==> config.mk <==
export PLATFORM = sky130hd
export DESIGN_NAME = operandBypass
export DESIGN_NICKNAME = d
export VERILOG_FILES = /design/src/verilog/regReadPkg.sv /design/src/verilog/operandBypass.sv
export VERILOG_INCLUDE_DIRS = /design/src /design/src/verilog
export SDC_FILE = /design/constraint.sdc
export NUM_CORES = 1
export LEC_CHECK = 0
export BUFFER_PORTS_ARGS = -buffer_cell sky130_fd_sc_hd__buf_2
export CAP_MARGIN = 40
export CORE_AREA = 2 2 278 280
export DETAILED_ROUTE_END_ITERATION = 10
export DIE_AREA = 0 0 280 282
export PLACE_DENSITY = 0.4
export SYNTH_ARGS = -nofsm -noshare
export SYNTH_HDL_FRONTEND = slang
export SYNTH_SLANG_ARGS = --single-unit
==> constraint.sdc <==
create_clock -name vclk -period 2
set_input_delay 0.1 -clock vclk [all_inputs]
set_output_delay 0.1 -clock vclk [all_outputs]
set_load 0.01 [all_outputs]
==> src/verilog/regReadParams.svh <==
// Sizes are fixed for a four-wide core; the register file port count assumes NUM_LANES is 4
`ifndef REG_READ_PARAMS_SVH
`define REG_READ_PARAMS_SVH

// Issue and writeback lanes per cycle
`define NUM_LANES 4

// Physical register file geometry
`define PHYS_REGS 64           // Entries in the register file and ready table
`define PHYS_LOG 6             // Tag width, log2 of PHYS_REGS

// Operand width of one register
`define DATA_WIDTH 32

// Branch checkpoints tracked by the mask
`define CHECKPOINTS 4          // One mask bit per checkpoint
`define CHECKPOINTS_LOG 2      // Width of a resolved checkpoint id

// Registers holding committed architectural state after reset
`define ARCH_REGS 32           // Tags 0 to ARCH_REGS-1 start ready

// Instruction fields carried unchanged to execute
`define PAYLOAD_WIDTH 16

`endif

==> src/verilog/regReadPkg.sv <==
// Widths come from the parameter header; changing them there changes every type below
`include "regReadParams.svh"

package regReadPkg;

  // Physical register tag, used for sources, writeback destinations and wakeups
  typedef logic [`PHYS_LOG-1:0] physTag_t;

  // One operand value as read from the register file or a writeback bus
  typedef logic [`DATA_WIDTH-1:0] regData_t;

  // Set bit means the instruction sits behind that branch checkpoint
  typedef logic [`CHECKPOINTS-1:0] branchMask_t;

  // Checkpoint of the branch that resolved this cycle
  typedef logic [`CHECKPOINTS_LOG-1:0] checkpointId_t;

  // Opaque instruction fields passed through to execute
  typedef logic [`PAYLOAD_WIDTH-1:0] payload_t;

  // One ready bit per physical register
  typedef logic [`PHYS_REGS-1:0] readyVec_t;

endpackage

==> src/verilog/operandBypass.sv <==
// Purely combinational; forwarding ignores recover so wrong-path data still reaches its consumers
`timescale 1ns/1ps
`include "regReadParams.svh"

module operandBypass import regReadPkg::*; (
  input  physTag_t              readTag_i [2*`NUM_LANES],
  input  regData_t              readData_i [2*`NUM_LANES],
  input  logic [`NUM_LANES-1:0] wbValid_i,
  input  physTag_t              wbDest_i [`NUM_LANES],
  input  regData_t              wbData_i [`NUM_LANES],
  output regData_t              operand_o [2*`NUM_LANES]
);

  logic [`NUM_LANES-1:0] hit [2*`NUM_LANES];     // Bit l set when writeback lane l matches

  for (genvar r = 0; r < 2*`NUM_LANES; r++) begin : gOperand

    for (genvar l = 0; l < `NUM_LANES; l++) begin : gLane
      assign hit[r][l] = wbValid_i[l] && (wbDest_i[l] == readTag_i[r]);
    end

    // Later lanes overwrite earlier ones, giving the highest lane priority
    always_comb begin
      operand_o[r] = readData_i[r];
      for (int l = 0; l < `NUM_LANES; l++) begin
        if (hit[r][l]) begin
          operand_o[r] = wbData_i[l];
        end
      end
    end

  end

endmodule

### Word-level counts from Yosys, hierarchy flattened

Index checks and enable logic that the tools add are counted.

* register bits after elaboration: 0
* bits in latches: 0
* bits in writable memories: 0
* memory bits (read-only): 0
* output and inout bits: 256
* memories: 0

* $add $sub $neg: 0
* $mul: 0
* divide/modulo/power cells: 0
* order comparisons: 0
* eq/ne operators: 32
* shift-type cells: 0
* muxes and demuxes: 32
* bitwise logic cells: 0
* reductions and logical operators: 32

Operators by type and width (count)
* $mux W32: 32
* $eq A6 B6 Y1: 32
* $logic_and A1 B1 Y1: 32

### Longest topological paths before layout

* depth after elaboration: 6
* gate-level depth with buffers: 8
* gate-level depth less buffers: 5

### Worst setup path before layout

OpenSTA, ideal clock, no wires.

* kind: input -> output
* start: input port wbDest_i[22] (netlist bit)
* end: output port operand_o[33] (netlist bit)
* data arrival time: 1.700 ns
* data required time: 1.900 ns
* path slack: 0.200 ns
* cell stages on the path: 8
* path buffers: 3
* cell sequence: buf_2 > xor2_1 > nor3_1 > and2_1 > buf_4 > buf_6 > a211oi_1 > o311ai_1

RTL lines
* from (decl): line operandBypass.sv:9 `` input physTag_t wbDest_i [`NUM_LANES], ``
* to (decl): line operandBypass.sv:11 `` output regData_t operand_o [2*`NUM_LANES] ``

==> flow_metrics.tcl <==
set metrics [dict create \
    status "finished, violations left" \
    violations "negative setup slack" \
    netlist.top_cell.by_area "o311ai_1" \
    via_per_inst 6.200 \
    grtUsageMet2_pct 56.67 \
    syn-cell-area_mm2 0.01413 \
    min_path_type "in -> out" \
    num_rows 101 \
    avgSynthCellArea_um2 6.118 \
    hold_violations 0 \
    use_met1_pct 46.05 \
    io_pins 716 \
    worstSetupStartpointType "input pin" \
    fin_crit_ns 2.188 \
    fin_crit_sh_pct 109.4 \
    dieArea_mm2 0.07896 \
    grt_max_degree 28 \
    cp_max_fo 8 \
    clock_buffers 0 \
    synth_nets 2770 \
    required_ns 1.90 \
    drt-total-wl_mm 157.0 \
    grt_use_met3_pct 7.665 \
    hpwlAfterDp_mm 107.5 \
    worstSetupEndpointType "primary output" \
    crit_path_cell_trace "buf_12 > buf_4 > xor2_1 > nor3_2 > clkbuf_16 > and2_4 > buf_12 > buf_4 > a211oi_2 > o311ai_2 > buf_2" \
    tightest_slew_ns 0.4681 \
    die_w_um 280 \
    synthTopCellsByArea "o311ai_1, a211oi_1, a21boi_0" \
    seq_cell_count 0 \
    antenna_found_initial 20 \
    critPathTopFamily "buffers and inverters" \
    cap_viol_max_count 0 \
    yosysSeqAreaShare_pct 0 \
    cp.arrival_ns 2.09 \
    crit_start "wbDest_i[20]" \
    final_max_slew_viol_count 0 \
    core_mm2 0.07570 \
    dp_slack_ns -0.6650 \
    cp-endpoint "operand_o[19]" \
    synth_warnings 0 \
    synth_top_area_share_pct 13.63 \
    vias 26290 \
    portBuffers 716 \
    crit_cells 11 \
    setup-violations-final 198 \
    worst_path_max_delay_cell "nor3_2" \
    rsz0062_at_grt "true" \
    dr.first_iter.drc_count 3605 \
    crit_buf_inv 6 \
    drive_gt1_share_pct 55.06 \
    max_stage_delay_ns 0.28 \
    globalRouteTotalUtil_pct 35.70 \
    grt_pass1_vias 24550 \
    path_class "in -> out" \
    hold_depth 4 \
    ir_worst_vdd_mv 0.1119 \
    cts_hold_buf 0 \
    worst_slack_ns -0.1875 \
    final-seq-area_um2 0 \
    grt.busiest_layer "met2" \
    wl_per_cell_um 37.04 \
    start_util_pct 18.67 \
    synth_cell_types 42 \
    finalNetCount 3713 \
    first_pass_iters 7 \
    syn_inst 2310 \
    die_h_um 282 \
    gp_congestion 0.9662 \
    power.density_mw_per_mm2 213.7 \
    maxSlewHeadroom_pct 68.79 \
    antenna_left 0 \
    p_leak_nw 11.46 \
    grt-ovfl-total 0 \
    area_growth_pct 105.5 \
    drc_errors 0 \
    max_clock_freq_mhz 457.1 \
    grt_pass1_wl_mm 199.1 \
    dp.cells 4054 \
    stdcell_count 4240 \
]
[cells in the final DEF, fill, tap and decap left out, types with 15 or more instances in the layout]
master and instances:
xor2_1 57, o311ai_1 118, a211oi_2 121, buf_6 148, a21boi_0 161, and3_1 26
and2_1 23, inv_1 41, nor2_1 218, o311ai_2 75, xnor2_1 69, buf_16 28
o21ai_1 15, o311ai_4 41, nand2_1 275, a211oi_4 33, a221o_1 32, nor3_1 24
clkbuf_16 22, buf_12 145, nand4_1 17, buf_2 608, a21boi_1 26, a211oi_1 102
buf_4 344, nor3_2 22, o311ai_0 20, nand3_1 222, buf_8 21, xor2_2 30
xnor2_2 15
[logic make-up (layout without fill, tap and decap cells)]
group	count (synthesis)	count (layout)	share of synthesized area (%)
buffers and inverters	425	1366	13.20
and+or+nand+nor	924	924	30.62
xor gates and xnor gates	192	192	12.08
AOI/OAI and AO/OA	769	769	44.10
other	0	11	0
[final cells by class]
class              instances  area [µm²]
multi-input cells       1885       15710
fillers                 7966       46650
diodes                    11       27.53
inverters                 42       160.2
well taps                978        1224
repair buffers          1324       11920
[timing repair]
item,CTS,global route
buffers inserted,90,62
pin swaps,280,168
setup endpoints to repair,256,253
resized for setup,601,367
gates cloned,38,23
[cells in the mapped netlist, drive strengths merged]
cell	n
and4	3
a211oi	256
nand3	237
a211o	1
nor4b	2
xnor2	94
a21boi	192
or2	16
and2	35
o311ai	254
buf	181
nor2	231
xor2	98
and3	34
a221o	32
or3b	1
o21ai	32
clkbuf	202
nand2	281
nand2b	1
nor3	48
nor4	16
nand4	18
nor4bb	1
inv	42
o211ai	2
[worst min-delay path, stage by stage]
cell and delay, ns:
buf_2 0.18, nand2_1 0.08, o311ai_1 0.09, buf_2 0.14
[routing by layer]
metal,vias up,routed length [µm]
met1,12690,60840
met3,730,16640
li1,10420,-
met4,13,10880
met5,-,141
met2,2435,68550
[how the worst min path moves through the flow]
stage | startpoint | to
2_1_floorplan | wbData_i[94] | operand_o[126]
3_3_place_gp | wbData_i[16] | operand_o[112]
3_5_place_dp | wbData_i[16] | operand_o[16]
4_1_cts | wbData_i[31] | operand_o[63]
5_1_grt | wbData_i[16] | operand_o[240]
6_report | wbData_i[31] | operand_o[31]
[per-stage QoR]
step | area, µm² | TNS (ns) | utilization (%) | hold WS, ns | power (mW)
finish | 29040 | -11.55 | 38.37 | 0.6897 | 6.205
global route | 29030 | -18.92 | 38.35 | 0.6978 | 6.324
CTS | 26390 | -6.996 | 34.87 | 0.6820 | 5.506
detailed placement | 21750 | -59.35 | 28.73 | 0.6807 | 4.785
global placement | 21750 | -60.08 | 28.73 | 0.6798 | 4.796
floorplan | 14130 | 0 | - | 0.4090 | 2.017
[where the power goes]
part	total [mW]	switching [mW]	internal, mW	leakage (nW)
clock	0.000000532	0	0.000000531	0.0000697
combinational	6.21	3.53	2.68	11.5
sequential	0	0	0	0
total	6.21	3.53	2.68	11.5
Power figures use the tool's default switching activity.
