## src/verilog/regReadParams.svh

```systemverilog
// Sizes are fixed for a four-wide core; the register file port count assumes NUM_LANES is 4
`ifndef REG_READ_PARAMS_SVH
`define REG_READ_PARAMS_SVH

// Issue and writeback lanes per cycle
`define NUM_LANES 4

// Physical register file geometry
`define PHYS_REGS 64           // Entries in the register file and ready table
`define PHYS_LOG 6             // Tag width, log2 of PHYS_REGS

// Operand width of one register
`define DATA_WIDTH 32

// Branch checkpoints tracked by the mask
`define CHECKPOINTS 4          // One mask bit per checkpoint
`define CHECKPOINTS_LOG 2      // Width of a resolved checkpoint id

// Registers holding committed architectural state after reset
`define ARCH_REGS 32           // Tags 0 to ARCH_REGS-1 start ready

// Instruction fields carried unchanged to execute
`define PAYLOAD_WIDTH 16

`endif

```

## src/verilog/regReadPkg.sv

```systemverilog
// Widths come from the parameter header; changing them there changes every type below
`include "regReadParams.svh"

package regReadPkg;

  // Physical register tag, used for sources, writeback destinations and wakeups
  typedef logic [`PHYS_LOG-1:0] physTag_t;

  // One operand value as read from the register file or a writeback bus
  typedef logic [`DATA_WIDTH-1:0] regData_t;

  // Set bit means the instruction sits behind that branch checkpoint
  typedef logic [`CHECKPOINTS-1:0] branchMask_t;

  // Checkpoint of the branch that resolved this cycle
  typedef logic [`CHECKPOINTS_LOG-1:0] checkpointId_t;

  // Opaque instruction fields passed through to execute
  typedef logic [`PAYLOAD_WIDTH-1:0] payload_t;

  // One ready bit per physical register
  typedef logic [`PHYS_REGS-1:0] readyVec_t;

endpackage

```

## src/verilog/regReadyTable.sv

```systemverilog
// Updates show one cycle later; a wake beats an unmap of the same tag, and exception restores reset state
`timescale 1ns/1ps
`include "regReadParams.svh"

module regReadyTable import regReadPkg::*; (
  input  logic                  clk,
  input  logic                  rstN_i,
  input  logic                  exception_i,
  input  logic [`NUM_LANES-1:0] unmapValid_i,
  input  physTag_t              unmapTag_i [`NUM_LANES],
  input  logic [`NUM_LANES-1:0] wakeValid_i,
  input  physTag_t              wakeTag_i [`NUM_LANES],
  output readyVec_t             phyRegRdy_o
);

  readyVec_t rdyQ;
  readyVec_t rdyNext;
  readyVec_t restorePattern;

  // Architectural registers hold valid values, renamed ones wait for a producer
  always_comb begin
    for (int i = 0; i < `PHYS_REGS; i++) begin
      restorePattern[i] = (i < `ARCH_REGS);
    end
  end

  // Clears go first so a set on the same tag overrides them
  always_comb begin
    rdyNext = rdyQ;
    for (int l = 0; l < `NUM_LANES; l++) begin
      if (unmapValid_i[l]) begin
        rdyNext[unmapTag_i[l]] = 1'b0;
      end
    end
    for (int l = 0; l < `NUM_LANES; l++) begin
      if (wakeValid_i[l]) begin
        rdyNext[wakeTag_i[l]] = 1'b1;
      end
    end
  end

  always_ff @(posedge clk) begin
    if (!rstN_i || exception_i) begin
      rdyQ <= restorePattern;
    end else begin
      rdyQ <= rdyNext;
    end
  end

  assign phyRegRdy_o = rdyQ;

endmodule
```

## config.mk

```make
export PLATFORM = sky130hd
export DESIGN_NAME = regReadyTable
export DESIGN_NICKNAME = d
export VERILOG_FILES = /design/src/verilog/regReadPkg.sv /design/src/verilog/regReadyTable.sv
export VERILOG_INCLUDE_DIRS = /design/src /design/src/verilog
export SDC_FILE = /design/constraint.sdc
export NUM_CORES = 1
export LEC_CHECK = 0
export BUFFER_PORTS_ARGS = -buffer_cell sky130_fd_sc_hd__buf_2
export CAP_MARGIN = 20
export CELL_PAD_IN_SITES_DETAIL_PLACEMENT = 1
export CELL_PAD_IN_SITES_GLOBAL_PLACEMENT = 2
export CORE_MARGIN = 2
export CORE_UTILIZATION = 32
export CTS_CLUSTER_SIZE = 8
export DETAILED_ROUTE_END_ITERATION = 10
export PLACE_DENSITY = 0.86
export SLEW_MARGIN = 20
export SYNTH_ARGS = -nofsm -noshare
export SYNTH_HDL_FRONTEND = slang
export SYNTH_SLANG_ARGS = --single-unit
```

## constraint.sdc

```tcl
create_clock -name clk -period 1.5 [get_ports clk]
set_clock_uncertainty 0.2 [all_clocks]
set_input_delay 0 -clock clk [delete_from_list [all_inputs] [get_ports clk]]
set_output_delay 0 -clock clk [all_outputs]
set_load 0.01 [all_outputs]
```

**After elaboration in Yosys (flattened, before gate mapping)**

Cells that the tools add are included.

- Reduce and logical (&&, ||, !) cells: 10
- Equal/unequal tests: 0
- Add/sub/neg operators: 0
- Bitwise logic cells: 12
- Divide/modulo/power cells: 0
- Multiplexer cells: 24
- $mul: 0
- Order comparisons: 16
- Shifts and indexed selects: 0

Operator list:

| operator | number |
|---|---|
| $mux W64 | 8 |
| $and A64 B64 Y64 | 4 |
| $not A64 Y64 | 4 |
| $or A64 B64 Y64 | 4 |
| $lt A6 B7 Y1 const B | 8 |
| $demux W1 S6 | 8 |
| $ge A6 B1 Y1 const B | 8 |
| $logic_and A1 B1 Y1 | 8 |
| $mux W1 | 8 |
| $logic_not A1 Y1 | 1 |
| $logic_or A1 B1 Y1 | 1 |

- Bits in read-only memories: 0
- Bits in writable memories: 0
- Register bits: 64
- Memories: 0
- Bits in latches: 0

**Depth between registers and ports, before layout**

- Depth after elaboration: 21
- Gate-level depth with buffers: 6
- Depth with buffers taken out: 4

**Least setup slack after synthesis**

Ideal clock, no wire load.

- Path kind: input port to flip-flop
- From: in unmapTag_i[4] (netlist bit)
- To: reg rdyQ[35] (netlist: phyRegRdy_o[35])
- Slack: 0.121 ns
- Data arrival time: 1.059 ns
- Stages on the path: 6
- Path buffers: 2
- Required time: 1.180 ns
- Path through: buf_2 -> or3b_1 -> buf_2 -> o22ai_1 -> a211oi_1 -> o31a_1

- Word-level cells in the longest chain between the ends: 15
- Elaborated cells on any way between the ends: 16
- Those cells by class: 2 x order compare; 7 x mux; 6 x bitwise; 1 x reduce/logical

Ends and longest elaborated chain:

| item | RTL line | source |
|---|---|---|
| start: declaration | regReadyTable.sv:10 | `` input physTag_t unmapTag_i [`NUM_LANES], `` |
| $lt A6 B7 Y1 (not written as such) or $ge A6 B1 Y1 (tied branches) | regReadyTable.sv:32 | `rdyNext[unmapTag_i[l]] = 1'b0;` |
| $logic_and A1 B1 Y1 (not written as such) | regReadyTable.sv:32 |  |
| $mux W1 (not written as such) | regReadyTable.sv:32 |  |
| $demux W1 S6 (*) | regReadyTable.sv:32 |  |
| $not A64 Y64 (no line) (*) | -- |  |
| $and A64 B64 Y64 (no line) (*) | -- |  |
| $mux W64 (*) | regReadyTable.sv:31 | `if (unmapValid_i[l]) begin` |
| $or A64 B64 Y64 (no line) | -- |  |
| $mux W64 (*) | regReadyTable.sv:36 | `if (wakeValid_i[l]) begin` |
| $or A64 B64 Y64 (no line) | -- |  |
| $mux W64 (*) | regReadyTable.sv:36 |  |
| $or A64 B64 Y64 (no line) | -- |  |
| $mux W64 (*) | regReadyTable.sv:36 |  |
| $or A64 B64 Y64 (no line) | -- |  |
| $mux W64 (*) | regReadyTable.sv:36 |  |
| end signal: assignment | regReadyTable.sv:44 | `rdyQ <= restorePattern;` |
| end signal: assignment | regReadyTable.sv:46 | `rdyQ <= rdyNext;` |
| end: declaration | regReadyTable.sv:16 | `readyVec_t rdyQ;` |

Mark *: on every way between the ends. The rest lies on a longest branch, timed or not.
A chain may end at the register's enable or synchronous reset.

**Final worst setup path**

- From: reg rdyQ[36] (netlist: phyRegRdy_o[36])
- To: reg rdyQ[36] (netlist: phyRegRdy_o[36])

- Word-level cells in the longest chain between the ends: 16

Ends and longest elaborated chain:

| item | RTL line |
|---|---|
| $and A64 B64 Y64 (no line) | -- |
| $mux W64 (*) | regReadyTable.sv:31 |
| $and A64 B64 Y64 (no line) | -- |
| $mux W64 (*) | regReadyTable.sv:31 |
| $and A64 B64 Y64 (no line) | -- |
| $mux W64 (*) | regReadyTable.sv:31 |
| $and A64 B64 Y64 (no line) | -- |
| $mux W64 (*) | regReadyTable.sv:31 |
| $or A64 B64 Y64 (no line) | -- |
| $mux W64 (*) | regReadyTable.sv:36 |
| $or A64 B64 Y64 (no line) | -- |
| $mux W64 (*) | regReadyTable.sv:36 |
| $or A64 B64 Y64 (no line) | -- |
| $mux W64 (*) | regReadyTable.sv:36 |
| $or A64 B64 Y64 (no line) | -- |
| $mux W64 (*) | regReadyTable.sv:36 |

Marks and branches as above.

==> impl_metrics.toml <==
[outcome]
violations = "design-rule violations, negative setup slack"
outcome = "complete, but fails checks"

[finish]
final_util_pct = 45.2
final_common_cell = "buf_4"
areaGrowthSynthToFinish_pct = 37.9
fin_area_um2 = 8180
largest_reg_flops = 64
layout.nets = 1050
drive_gt1_share_pct = 35.2
n_antenna_cell = 0
layout_common_cells = "buf_4 (177), o22ai_1 (169), buf_2 (122), dfxtp_1 (64), o21ai_0 (50)"

[min_path]
hold_path_depth = 4
worstHoldStart = "exception_i"
holdCritPathClass = "primary input to flop"
hold_end = "phyRegRdy_o[37]$_SDFF_PP0_"

[clock_network]
clk_pin_slew_ns = 0.06
cts_buffers = 9
clock_sinks = 64
clkLatencyLatePin_ns = 0.34
cts_root_buf = "clkbuf_16"
clockBufferDepth = 2
cts_tree = "built"
h-tree-depth = 3
post_cts.repair.setup_buffers = 0

[route]
drt_iter0_markers = 1196
ant_nets = 0
first_pass_iters = 11
avgRoutedWirePerCell_um = 26.1
drt-total-wl_um = 31900
vias = 8388
avgViaCountPerCell = 6.85
drc = 12

[placed_design]
gp_congestion = 0.985
io_buffers = 122
postPlaceCellArea_um2 = 7810
detailedPlace.worstSlack_ns = -0.181
hpwl_um = 24500

[timing]
setup_tns_ns = -0.0103
max_freq_ghz = 0.662
fin_crit_sh_pct = 101
setup_violations = 1
fin_hold_ws_ns = 0.0412
finalMaxSlewViolations = 0
fin_crit_ns = 1.51
hold_viol_final = 0
finalWorstSetupSlack_ns = -0.0103
worst_pin_slew_ns = 0.619
relSlewSlack_pct = 58.5

[setup_path]
worstPathRequired_ns = 1.55
crit_slowest_cell = "a211oi_1"
crit-reg2reg-launch = "phyRegRdy_o[36]$_SDFF_PP0_"
crit_chain = "o21ai_1 > a211oi_1 > o31a_1"
crit_type = "flop to flop"
reg2reg_to = "phyRegRdy_o[36]$_SDFF_PP0_"
r2r_slack_ns = -0.01
start_kind = "flop"
rr_worst_depth = 3
path_delay_family = "compound AO/OA/AOI/OAI gates"
worst-path-buf-inv = 0
critical_path.max_fanout = 2
cp-end-kind = "flop"
critPathMaxStageDelay_ns = 0.50
critPathArrivalTime_ns = 1.56
cp.depth = 3

[yosys]
synth_xor_area_share_pct = 0
yosys.area_share.simple_pct = 34.0
synthCells = 777
synthFlopType = "dfxtp_1"
ys_seq_elements = 64
synth_mux_area_share_pct = 0
synth_fa_ha_area_share_pct = 0
synth_top_family_by_area = "compound AO/OA/AOI/OAI gates"
synth_area_per_cell_um2 = 7.63
yosysSeqAreaShare_pct = 21.6
synth_edf_count = 0
async_flop_share_pct = 0
ys_types = 42
synth_area_um2 = 5930
synth_compound_gate_area_share_pct = 36.1
synth.yosys.warnings = 0
syn-num-nets = 836

[global_route]
grt-ovfl-total = 0
grt_pass1_vias = 8121
track_usage_pct = 31.3
grt_pass1_wl_um = 48100
antenna_found_initial = 0
grt_max_degree = 35

[floorplan]
dieWidth_um = 140
die_area_um2 = 19600
die_y_um = 140
rows = 49
initial_core_util_pct = 32.8
core_um2 = 18100
io-pin-count = 123

[power_and_ir_drop]
power_density_nw_per_um2 = 644
power.leakage_nw = 3.01
p_int_mw = 3.69
p_switching_mw = 1.57
sw_frac_of_total_pct = 29.9
power_frac_clock_pct = 42.3
p_comb_share_pct = 24.8
seq_power_share_pct = 32.9
ir_drop_mv = 0.484

[run]
drv_cap = 0
metal layers:
layer	vias up	wire [um]	global-route usage, %	share of wire [%]
met5	-	0	0	0
met4	0	1170	11.4	3.7
met3	94	3000	5.81	9.4
met2	572	14400	50.5	45
met1	4103	13300	41.8	42
li1	3619	-	-	-
worst max-delay path by stage:
stage                                    start                          to  slack (ns)
floorplan                        unmapTag_i[4]  phyRegRdy_o[35]$_SDFF_PP0_        0.12
global placement                unmapTag_i[23]  phyRegRdy_o[36]$_SDFF_PP0_       -0.18
detailed placement              unmapTag_i[23]  phyRegRdy_o[36]$_SDFF_PP0_       -0.18
CTS                                     rstN_i  phyRegRdy_o[51]$_SDFF_PP0_        0.01
global route                            rstN_i  phyRegRdy_o[52]$_SDFF_PP0_      -0.002
finish              phyRegRdy_o[36]$_SDFF_PP0_  phyRegRdy_o[36]$_SDFF_PP0_       -0.01
synthesized netlist by cell type (5+ instances only):
cell / count / area [um2]
o22ai_1: 169 / 1060
clkbuf_1: 65 / 244
dfxtp_1: 64 / 1280
o21ai_0: 50 / 250
a22oi_1: 44 / 330
nor2_1: 35 / 131
nand3_1: 31 / 155
nor3_1: 30 / 150
buf_2: 29 / 145
o41ai_1: 26 / 228
nand3b_1: 24 / 180
nand4b_1: 24 / 210
nand2_1: 22 / 82.6
nand4bb_1: 22 / 248
o21ai_1: 18 / 90.1
or3b_1: 15 / 131
and4b_1: 12 / 120
nor3b_2: 9 / 113
a211oi_1: 8 / 60.1
and4bb_2: 8 / 100
nand4_1: 8 / 50.1
o31ai_1: 8 / 60.1
or3_1: 8 / 50.1
o31a_1: 6 / 52.6
buf_6: 5 / 56.3
or4b_1: 5 / 50.1
power by group through the flow:
stage,logic [mW],registers (mW),clock network [mW]
global placement,1.21,1.77,0
global route,1.36,1.73,2.31
detailed placement,1.24,1.77,0
floorplan,0.625,1.77,0
finish,1.31,1.73,2.23
CTS,1.26,1.73,2.25
layout make-up:
cell class                 count  area [um2]
fill                        2252        9910
tap                          229         287
clock buffer                  11         233
timing repair buffer         309        2110
multi-input combinational    607        4200
clock inverter                 4        70.1
sequential                    64        1280
cell families after synthesis:
group,after synthesis
AO/OA/AOI/OAI,330
buffers and inverters,106
flip-flops,64
AND/OR/NAND/NOR,277
worst register-to-register path, stage by stage (launching register included):
cell	delay (ns)
dfxtp_1	0.35
o21ai_1	0.08
a211oi_1	0.50
o31a_1	0.30
what timing repair did:
item | in CTS | in global routing
endpoints found under the hold margin | 13 | 0
gates resized for setup | 0 | 7
hold buffers | 2 | 0
endpoints found under the setup margin | 0 | 15
metrics by stage:
step,std cells,total power [mW]
final,1224,5.26
after global routing,1224,5.41
after CTS,1224,5.24
after detailed placement,1207,3.00
after global placement,1207,2.97
after floorplan,777,2.40
Power figures use the tool's default switching activity.
