==> src/verilog/regReadParams.svh <==
// Sizes are fixed for a four-wide core; the register file port count assumes NUM_LANES is 4
`ifndef REG_READ_PARAMS_SVH
`define REG_READ_PARAMS_SVH

// Issue and writeback lanes per cycle
`define NUM_LANES 4

// Physical register file geometry
`define PHYS_REGS 64           // Entries in the register file and ready table
`define PHYS_LOG 6             // Tag width, log2 of PHYS_REGS

// Operand width of one register
`define DATA_WIDTH 32

// Branch checkpoints tracked by the mask
`define CHECKPOINTS 4          // One mask bit per checkpoint
`define CHECKPOINTS_LOG 2      // Width of a resolved checkpoint id

// Registers holding committed architectural state after reset
`define ARCH_REGS 32           // Tags 0 to ARCH_REGS-1 start ready

// Instruction fields carried unchanged to execute
`define PAYLOAD_WIDTH 16

`endif

==> src/verilog/regReadPkg.sv <==
// Widths come from the parameter header; changing them there changes every type below
`include "regReadParams.svh"

package regReadPkg;

  // Physical register tag, used for sources, writeback destinations and wakeups
  typedef logic [`PHYS_LOG-1:0] physTag_t;

  // One operand value as read from the register file or a writeback bus
  typedef logic [`DATA_WIDTH-1:0] regData_t;

  // Set bit means the instruction sits behind that branch checkpoint
  typedef logic [`CHECKPOINTS-1:0] branchMask_t;

  // Checkpoint of the branch that resolved this cycle
  typedef logic [`CHECKPOINTS_LOG-1:0] checkpointId_t;

  // Opaque instruction fields passed through to execute
  typedef logic [`PAYLOAD_WIDTH-1:0] payload_t;

  // One ready bit per physical register
  typedef logic [`PHYS_REGS-1:0] readyVec_t;

endpackage

==> src/verilog/readStageLatch.sv <==
// Squash uses only the branch resolved in the same cycle as the issue; operands and payload have no reset
`timescale 1ns/1ps
`include "regReadParams.svh"

module readStageLatch import regReadPkg::*; (
  input  logic                  clk,
  input  logic                  rstN_i,
  input  logic [`NUM_LANES-1:0] issueValid_i,
  input  branchMask_t           issueMask_i [`NUM_LANES],
  input  payload_t              issuePayload_i [`NUM_LANES],
  input  regData_t              operand_i [2*`NUM_LANES],
  input  logic                  ctrlVerified_i,
  input  logic                  ctrlMispredict_i,
  input  checkpointId_t         ctrlCheckpoint_i,
  output logic [`NUM_LANES-1:0] exValid_o,
  output regData_t              exOperand1_o [`NUM_LANES],
  output regData_t              exOperand2_o [`NUM_LANES],
  output payload_t              exPayload_o [`NUM_LANES]
);

  logic                  mispredict;
  logic [`NUM_LANES-1:0] squash;
  logic [`NUM_LANES-1:0] validNext;

  assign mispredict = ctrlVerified_i & ctrlMispredict_i;   // Unverified outcomes never kill

  for (genvar l = 0; l < `NUM_LANES; l++) begin : gSquash
    // Kill the lane if it depends on the checkpoint being rolled back
    assign squash[l] = mispredict & issueMask_i[l][ctrlCheckpoint_i];
  end

  assign validNext = issueValid_i & ~squash;

  always_ff @(posedge clk) begin
    if (!rstN_i) begin
      exValid_o <= '0;
    end else begin
      exValid_o <= validNext;
    end
  end

  // Data side is captured every cycle and qualified by exValid_o downstream
  always_ff @(posedge clk) begin
    for (int l = 0; l < `NUM_LANES; l++) begin
      exOperand1_o[l] <= operand_i[2*l];
      exOperand2_o[l] <= operand_i[2*l+1];
      exPayload_o[l]  <= issuePayload_i[l];
    end
  end

endmodule

==> config.mk <==
export PLATFORM = sky130hd
export DESIGN_NAME = readStageLatch
export DESIGN_NICKNAME = d
export VERILOG_FILES = /design/src/verilog/regReadPkg.sv /design/src/verilog/readStageLatch.sv
export VERILOG_INCLUDE_DIRS = /design/src /design/src/verilog
export SDC_FILE = /design/constraint.sdc
export NUM_CORES = 1
export LEC_CHECK = 0
export BUFFER_PORTS_ARGS = -buffer_cell sky130_fd_sc_hd__buf_2
export CAP_MARGIN = 10
export CORE_AREA = 5 5 255 257
export DETAILED_ROUTE_END_ITERATION = 8
export DIE_AREA = 0 0 260 262
export SLEW_MARGIN = 0
export SYNTH_ARGS = -nofsm -noshare
export SYNTH_HDL_FRONTEND = slang
export SYNTH_SLANG_ARGS = --single-unit
==> constraint.sdc <==
create_clock -name clk -period 0.9 [get_ports clk]
set_input_delay 0.09 -clock clk [delete_from_list [all_inputs] [get_ports clk]]
set_output_delay 0.09 -clock clk [all_outputs]
set_load 0.05 [all_outputs]
* Word-level counts from Yosys, hierarchy flattened
Cells that the tools add are included.
Storage, ports and cells: register bits after elaboration 324, bits of input ports 346
Cells by class: order comparisons 1, muxes and demuxes 8, bitwise operators 7
Operator list (count):
- binary-select mux 1 bit (select 2 bit) | 4
- bitwise AND 1 bit | 5
- bitwise AND 4 bit | 1
- 2-to-1 mux 1 bit | 4
- NOT 4 bit | 1
- less-than comparator 2 x 3 -> 1 bit (second input constant) | 1

* Longest topological paths before layout
Gate-level depths: netlist (run 1).
depth after elaboration 5, mapped depth 2, depth with buffers taken out 2

* Least setup slack after synthesis (run 1)
No wires, ideal clock.
path type input to register, start point input ctrlCheckpoint_i[0], end point register exValid_o[0], library setup time 0.074 ns, arrival time 0.752 ns, data required time 0.826 ns, setup slack 0.074 ns, cell stages on the path 2, path buffers 0, cell sequence mux4_1 -> a31oi_1
On the way: cells in the longest elaborated chain, start to end 5
RTL lines:
- start: declaration | RTL line readStageLatch.sv:14 | input checkpointId_t ctrlCheckpoint_i,
- binary-select mux 1 bit (select 2 bit) | RTL line readStageLatch.sv:29 | assign squash[l] = mispredict & issueMask_i[l][ctrlCheckpoint_i];
- 2-to-1 mux 1 bit (not written as such) | RTL line readStageLatch.sv:29
- bitwise AND 1 bit | RTL line readStageLatch.sv:29
- NOT 4 bit | RTL line readStageLatch.sv:32 | assign validNext = issueValid_i & ~squash;
- bitwise AND 4 bit | RTL line readStageLatch.sv:32
- end signal: assignment | RTL line readStageLatch.sv:38 | exValid_o <= validNext;
- end: declaration | RTL line readStageLatch.sv:15 | output logic [`NUM_LANES-1:0] exValid_o,
Every way passes these cells. The select of a mux whose other input is x is not followed. A chain may end at the register's enable or synchronous reset.

* Worst setup path after layout (run 1)
start point register exOperand1_o[25] in the netlist's numbering, end point output exOperand1_o[25] in the netlist's numbering
RTL lines:
- start: declaration | RTL line readStageLatch.sv:16 | output regData_t exOperand1_o [`NUM_LANES],
- start signal: indexed assignment | RTL line readStageLatch.sv:45 | exOperand1_o[l] <= operand_i[2*l];
No word-level cell between the ends.

==> results.json, run 1 <==
{
  "synth_nets": 682,
  "dp_hpwl_um": 25900,
  "rsz0062_at_grt": "yes",
  "fillCellCount": 6000,
  "post-cts-setup-buffer-count": 0,
  "synth.cell_area_um2": 6630,
  "via_per_inst": 3.06,
  "worst_setup_path_end_kind": "output pin",
  "die_x_um": 260,
  "pin_count": 670,
  "nets": 1728,
  "p_leak_nw": 8.51,
  "ys_types": 4,
  "final-setup-viol-count": 324,
  "violations": "negative setup slack",
  "status": "finished with violations",
  "clk_pin_slew_ns": 0.06,
  "relSlewSlack": 0.839,
  "period_share": 1.27,
  "cts_buffer_depth": 3,
  "grt_pass1_wl_um": 54000,
  "ant_nets": 0,
  "portBuffers": 669,
  "grt_pass1_vias": 8232,
  "wl_per_cell_um": 17.4,
  "dpl_cell_area_um2": 11100,
  "critPathMaxStageDelay_ns": 0.35,
  "hold_path_class": "in2reg",
  "path_cells": "buf_12",
  "seq_area_um2": 6890,
  "yosysSeqAreaShare": 0.978,
  "drt_wl_total_um": 39500,
  "overflow": 0,
  "p_per_area_nw_per_um2": 1950,
  "path_buf_inv": 1,
  "grt_start_max_net_pins": 14,
  "ys_seq_elements": 324,
  "min_from": "issueMask_i[11]",
  "yosys-top-cells-area": "dfxtp_1, mux4_1, a31oi_1",
  "min_delay_path_depth": 3,
  "worstPathRequired_ns": 0.81,
  "clockRootBuffer": "clkbuf_16",
  "pwr-share-clk": 0.383,
  "grt_antenna_before_repair": 21,
  "rows": 92,
  "synth_top_area_frac": 0.978,
  "holdPathEnd": "exValid_o[1]$_SDFF_PN0_",
  "pwr-share-seq": 0.422,
  "tightest_slew_ns": 0.241,
  "postSynthCellCount": 336,
  "p_int_mw": 27.3,
  "fin_util": 0.308,
  "layout-drive-gt1-share": 0.746,
  "num_vias": 6934,
  "htree_levels": 2,
  "core_um2": 62500,
  "crit_family": "flip-flops",
  "max_clock_freq_ghz": 0.873,
  "dr.pass1.iters": 4,
  "initial_utilization": 0.106,
  "combPwrFrac": 0.195,
  "max-vdd-ir-drop_mv": 1.74,
  "final_area_um2": 19200,
  "grtUsageTotal": 0.107,
  "cp_max_fo": 1,
  "die_area_um2": 68100,
  "critPathKind": "reg2out",
  "crit_arrival_ns": 1.06,
  "cts_buffers": 36,
  "power.switching_mw": 10.3,
  "swShare": 0.274,
  "slew_viol_final": 0,
  "worst_path_max_delay_cell": "dfxtp_2",
  "drc_errors": 0,
  "multi_input_area_um2": 136,
  "synth_area_leader_cell": "dfxtp_1",
  "setup_slack_ns": -0.245,
  "drv_cap": 0,
  "tns_ns": -63.92,
  "hold_violations": 0,
  "power_mw": 37.5,
  "die_h_um": 262,
  "tritoncts": "done",
  "start_kind": "register",
  "syn2layout_area_growth_pct": 190,
  "synth-warning-count": 0,
  "period_needed_ns": 1.15,
  "drtIter0Drc": 257,
  "synth_area_per_cell_um2": 19.7,
  "gp_congestion": 0.925,
  "clock-sinks": 324
}
[worst max-delay path by stage]
stage                     slack, ns  cells after the start                      end                      from
after global placement        -0.15                      3  exValid_o[0]$_SDFF_PN0_       ctrlCheckpoint_i[0]
final                         -0.25                      1         exOperand1_o[25]  exOperand1_o[25]$_DFF_P_
after global routing          -0.31                      1         exOperand1_o[25]  exOperand1_o[25]$_DFF_P_
after floorplan                0.07                      2  exValid_o[0]$_SDFF_PN0_       ctrlCheckpoint_i[0]
after CTS                     -0.31                      1         exOperand1_o[25]  exOperand1_o[25]$_DFF_P_
after detailed placement      -0.16                      3  exValid_o[1]$_SDFF_PN0_       ctrlCheckpoint_i[0]
[what timing repair did]
item,4_1_cts,5_1_grt
hold endpoints to repair,324,2
setup endpoints to repair,324,328
pin swaps,0,4
hold buffers,339,2
gates resized for setup,1244,36
[per-stage QoR]
| step | cells | setup WS, ns | hold slack [ns] |
|---|---|---|---|
| detailed placement | 1851 | -0.159 | 0.194 |
| global route | 2257 | -0.312 | -0.0203 |
| CTS | 2254 | -0.309 | -0.0621 |
| global placement | 1851 | -0.154 | 0.192 |
| floorplan | 336 | 0.0739 | 0.118 |
| finish | 2264 | -0.245 | 0.00124 |
[synth_stat cells]
master   count
dfxtp_1    324
mux4_1       4
nand2_1      4
a31oi_1      4
[cell type report]
cell class | instances | share of cell area
Timing Repair Buffer | 1008 | 0.518
Multi-Input combinational cell | 12 | 0.00709
Clock inverter | 14 | 0.00768
Clock buffer | 50 | 0.0523
Tap cell | 846 | 0.0551
Antenna cell | 10 | 0.00130
Sequential cell | 324 | 0.359
[sequential cells by signal (all words and copies together) (netlist names)]
name          flops
exOperand1_o    128
exValid_o         4
exPayload_o      64
exOperand2_o    128
[layout by cell type (no fill, tap or decap)]
cell	netlist	layout
dlymetal6s4s_1	0	1
bufinv_16	0	2
inv_6	0	3
nand2_1	4	4
clkinv_4	0	3
mux4_2	0	4
clkbuf_8	0	3
dlygate4sd3_1	0	339
clkbuf_16	0	37
diode_2	0	10
buf_6	0	13
clkinvlp_4	0	2
clkinv_2	0	4
clkbuf_1	0	10
a31oi_2	0	1
buf_8	0	308
buf_2	0	344
a31oi_1	4	3
buf_12	0	3
dfxtp_2	0	324
[logic make-up (layout without fill, tap and decap cells)]
| group | Yosys count | after routing | share of synthesized area |
|---|---|---|---|
| buf+inv | 0 | 1072 | 0 |
| other cells | 0 | 10 | 0 |
| flops | 324 | 324 | 0.978 |
| compound gates | 4 | 4 | 0.00377 |
| simple gates | 4 | 4 | 0.00226 |
| mux | 4 | 4 | 0.0158 |
[power by group through the flow]
stage | Clock [mW] | Combinational [mW] | Sequential, mW
finish | 14.4 | 7.32 | 15.8
global route | 15.6 | 7.56 | 15.9
CTS | 14.9 | 7.18 | 15.8
detailed placement | 0 | 4.53 | 15.6
global placement | 0 | 4.51 | 15.6
floorplan | 0 | 0.0384 | 18.4
[per-layer routing]
layer / track usage / up-vias / wire, um
met4: 0.0433 / 14 / 1370
met2: 0.190 / 510 / 19800
met3: 0.0552 / 86 / 5140
met5: 0 / - / 70
met1: 0.107 / 3149 / 13100
li1: - / 3175 / -
No activity file was read; power rests on OpenSTA's default activity.
==> run 2, diff against run 1 <==
--- a/config.mk
+++ b/config.mk
@@ -8,9 +8,9 @@
 export LEC_CHECK = 0
 export BUFFER_PORTS_ARGS = -buffer_cell sky130_fd_sc_hd__buf_2
 export CAP_MARGIN = 10
-export CORE_AREA = 5 5 255 257
+export CORE_AREA = 5 5 259 261
 export DETAILED_ROUTE_END_ITERATION = 8
-export DIE_AREA = 0 0 260 262
+export DIE_AREA = 0 0 264 266
 export SLEW_MARGIN = 0
 export SYNTH_ARGS = -nofsm -noshare
 export SYNTH_HDL_FRONTEND = slang
==> constraint.sdc (replaced) <==
create_clock -name clk -period 1.3 [get_ports clk]
set_input_delay 0.13 -clock clk [delete_from_list [all_inputs] [get_ports clk]]
set_output_delay 0.13 -clock clk [all_outputs]
set_load 0.05 [all_outputs]
==> results.json, run 2 (synthesis gave the netlist of run 1 again) <==
{
  "final-setup-viol-count": 0,
  "start_kind": "register",
  "relSlewSlack": 0.815,
  "final_cell_mix": "buf_2, dlygate4sd3_1, dfxtp_1, buf_4, clkbuf_16",
  "cts_buffers": 36,
  "grt_antenna_before_repair": 14,
  "dr.pass1.iters": 4,
  "path_cells": "buf_2",
  "htree_levels": 2,
  "p_leak_nw": 7.48,
  "grtUsageTotal": 0.0909,
  "grt_pass1_wl_um": 48200,
  "dpl_cell_area_um2": 11000,
  "hold_violations": 0,
  "layout-drive-gt1-share": 0.517,
  "dp_hpwl_um": 24100,
  "gp_congestion": 0.879,
  "cts_buffer_depth": 3,
  "period_share": 0.967,
  "critPathKind": "reg2out",
  "die_area_um2": 70200,
  "pin_count": 670,
  "cp_max_fo": 1,
  "nets": 1725,
  "crit_family": "flip-flops",
  "stdcell_count": 2260,
  "drtIter0Drc": 232,
  "max_clock_freq_ghz": 0.795,
  "clk_pin_slew_ns": 0.06,
  "worstPathRequired_ns": 1.17,
  "worst_setup_path_end_kind": "output pin",
  "tightest_slew_ns": 0.279,
  "die_h_um": 266,
  "core_um2": 64200,
  "max-vdd-ir-drop_mv": 1.05,
  "final_area_um2": 15800,
  "grt_pass1_vias": 7661,
  "status": "finished clean",
  "worst_path_max_delay_cell": "dfxtp_1",
  "drc_errors": 0,
  "drv_cap": 0,
  "via_per_inst": 2.98,
  "overflow": 0,
  "rows": 93,
  "clockRootBuffer": "clkbuf_16",
  "initial_utilization": 0.103,
  "largestRegisters": "exOperand1_o (128), exOperand2_o (128), exPayload_o (64)",
  "num_vias": 6743,
  "crit_arrival_ns": 1.13,
  "hold_path_class": "in2reg",
  "mostFrequentLayoutCell": "buf_2",
  "wl_per_cell_um": 15.3,
  "tritoncts": "done",
  "place_inst": 1860,
  "path_buf_inv": 1,
  "post-cts-setup-buffer-count": 0,
  "clock-sinks": 324,
  "drt_wl_total_um": 34500,
  "p_per_area_nw_per_um2": 1570,
  "slew_viol_final": 0,
  "ant_nets": 0,
  "portBuffers": 669,
  "critPathMaxStageDelay_ns": 0.33,
  "die_x_um": 264,
  "period_needed_ns": 1.26,
  "grt_start_max_net_pins": 14,
  "tns_ns": 0,
  "syn2layout_area_growth_pct": 138
}
## run 2: cell types whose count changed in the layout (fill, tap and decap cells not counted), sizes merged
cell | previous run | this run
buf | 668 | 633
dlygate4sd3 | 339 | 335
clkbuf | 50 | 86
inv | 3 | 4
clkinvlp | 2 | 1
bufinv | 2 | 3
diode | 10 | 2
clkinv | 7 | 4
## run 2: what timing repair did
action                                 4_1_cts  5_1_grt
endpoints found under the hold margin      324        1
hold buffers                               335        2
pin swaps                                    0        2
setup endpoints to repair                   40       40
resized for setup                           42       43
## run 2: power breakdown
part | internal, mW | switching, mW | leakage (nW)
Clock | 6.17 | 4.05 | 0.584
Sequential | 10.5 | 0.154 | 2.73
Combinational | 1.46 | 2.56 | 4.16
## run 2: layer usage
metal | vias up | track usage | part of all wire
met2 | 452 | 0.168 | 0.51
met1 | 3068 | 0.0911 | 0.34
met4 | 6 | 0.0394 | 0.040
met3 | 66 | 0.0352 | 0.10
li1 | 3151 | - | -
met5 | - | 0 | 0.00099
## run 2: final timing paths
check / to / slack (ns) / cells after the start / from
worst max-delay path: exOperand2_o[114] / 0.04 / 1 / exOperand2_o[114]$_DFF_P_
worst min-delay path: exValid_o[1]$_SDFF_PN0_ / 0.03 / 3 / issueMask_i[8]
## run 2: layout make-up
cell class,instances,area (um^2)
antenna,2,5.00
clock buffer,50,1030
clock inverter,12,153
fill,6603,48400
multi-input combinational,12,141
sequential,324,6490
tap,855,1070
timing repair buffer,1005,6920
## run 2: through the flow
step	hold WS, ns	util	worst slack [ns]	power (mW)
floorplan	0.158	-	0.434	12.8
global placement	0.232	0.172	0.195	13.9
detailed placement	0.234	0.172	0.206	13.9
CTS	0.000928	0.244	0.000230	25.2
global route	0.00300	0.246	-0.00674	25.8
finish	0.0284	0.246	0.0425	24.9
==> run 3, diff against run 2 <==
--- a/config.mk
+++ b/config.mk
@@ -8,9 +8,9 @@
 export LEC_CHECK = 0
 export BUFFER_PORTS_ARGS = -buffer_cell sky130_fd_sc_hd__buf_2
 export CAP_MARGIN = 10
-export CORE_AREA = 5 5 259 261
+export CORE_AREA = 5 5 260 262
 export DETAILED_ROUTE_END_ITERATION = 8
-export DIE_AREA = 0 0 264 266
+export DIE_AREA = 0 0 265 267
 export SLEW_MARGIN = 0
 export SYNTH_ARGS = -nofsm -noshare
 export SYNTH_HDL_FRONTEND = slang
==> results.json, run 3 (synthesis gave the netlist of run 1 again) <==
{
  "cts_buffers": 34,
  "drc_errors": 0,
  "path_cells": "buf_2",
  "die_h_um": 267,
  "worst_path_max_delay_cell": "dfxtp_1",
  "cp_max_fo": 1,
  "syn2layout_area_growth_pct": 137,
  "clockRootBuffer": "clkbuf_16",
  "grt_pass1_wl_um": 45600,
  "hold_violations": 0,
  "max-vdd-ir-drop_mv": 1.03,
  "dp_hpwl_um": 22800,
  "overflow": 0,
  "clock-sinks": 324,
  "p_per_area_nw_per_um2": 1540,
  "dr.pass1.iters": 4,
  "initial_utilization": 0.102,
  "grtUsageTotal": 0.0848,
  "relSlewSlack": 0.818,
  "final-setup-viol-count": 0,
  "power.switching_mw": 6.61,
  "core_um2": 65200,
  "grt_start_max_net_pins": 14,
  "ant_nets": 0,
  "grt_antenna_before_repair": 15,
  "worstPathRequired_ns": 1.17,
  "hold_path_class": "in2reg",
  "wl_per_cell_um": 14.5,
  "drtIter0Drc": 225,
  "final_area_um2": 15700,
  "die_area_um2": 70800,
  "critPathMaxStageDelay_ns": 0.33,
  "crit_family": "flip-flops",
  "dpl_cell_area_um2": 11100,
  "num_vias": 6656,
  "gp_congestion": 0.803,
  "tightest_slew_ns": 0.274,
  "p_leak_nw": 7.43,
  "stdcell_count": 2275,
  "place_inst": 1869,
  "pwr-share-clk": 0.398,
  "p_int_mw": 17.6,
  "swShare": 0.273,
  "die_x_um": 265,
  "path_buf_inv": 1,
  "status": "finished clean",
  "grt_pass1_vias": 7631,
  "tns_ns": 0,
  "drv_cap": 0,
  "final_cell_mix": "buf_2, dlygate4sd3_1, dfxtp_1, clkbuf_4, clkbuf_16",
  "htree_levels": 2,
  "tritoncts": "done",
  "nets": 1724,
  "rows": 94,
  "via_per_inst": 2.93,
  "period_needed_ns": 1.26,
  "largestRegisters": "exOperand1_o (128), exOperand2_o (128), exPayload_o (64)",
  "critPathKind": "reg2out",
  "pin_count": 670,
  "pwr-share-seq": 0.438,
  "portBuffers": 669,
  "slew_viol_final": 0,
  "layout-drive-gt1-share": 0.514,
  "combPwrFrac": 0.165,
  "worst_setup_path_end_kind": "output pin",
  "period_share": 0.969,
  "start_kind": "register",
  "clk_pin_slew_ns": 0.06,
  "max_clock_freq_ghz": 0.794,
  "cts_buffer_depth": 3,
  "crit_arrival_ns": 1.13,
  "mostFrequentLayoutCell": "buf_2",
  "drt_wl_total_um": 33000
}
-- run 3: cell count changes in the layout (fill, tap and decap cells not counted), sizes merged --
| cell | delta |
|---|---|
| buf | -10 |
| clkinvlp | -1 |
| bufinv | -1 |
| clkinv | -1 |
| diode | +7 |
| dlymetal6s4s | -1 |
| clkbuf | +11 |
| dlygate4sd3 | +2 |
-- run 3: power by group through the flow --
stage,Sequential [mW],Clock (mW),Combinational [mW]
floorplan,12.7,0,0.0266
global placement,10.8,0,3.09
detailed placement,10.8,0,3.10
CTS,10.6,10.0,3.94
global route,10.7,10.4,4.15
finish,10.6,9.65,3.99
-- run 3: per-stage QoR --
stage	utilization	hold WS, ns	setup slack, ns	total power, mW
detailed placement	0.170	0.234	0.132	13.9
finish	0.242	0.0603	0.0404	24.3
global placement	0.170	0.232	0.160	13.9
global route	0.241	0.0476	-0.0297	25.2
CTS	0.239	0.00966	0.00163	24.6
floorplan	-	0.158	0.434	12.8
-- run 3: cell type report --
cell class | count | area (um^2)
well taps | 864 | 1080
repair buffers | 1006 | 6890
diodes | 9 | 22.5
flip-flops and latches | 324 | 6490
clock buffers | 51 | 995
clock inverters | 9 | 121
multi-input cells | 12 | 145
fillers | 6736 | 49400
-- run 3: per-layer routing --
layer | GRT usage | vias up | share of wire
li1 | - | 3163 | -
met1 | 0.0822 | 2947 | 0.33
met2 | 0.149 | 450 | 0.50
met3 | 0.0422 | 88 | 0.13
met4 | 0.0442 | 8 | 0.045
met5 | 0 | - | 0.0011
-- run 3: path summary, 6_finish.rpt --
| path | start | end | slack (ns) | cells after the start |
|---|---|---|---|---|
| setup / recovery | exOperand1_o[50]$_DFF_P_ | exOperand1_o[50] | 0.04 | 1 |
| hold / removal | ctrlCheckpoint_i[1] | exValid_o[3]$_SDFF_PN0_ | 0.06 | 3 |
-- run 3: timing repair --
item	CTS	global route
hold endpoints to repair	324	0
setup buffers	0	0
hold buffers	337	0
resized for setup	18	51
endpoints found under the setup margin	18	49
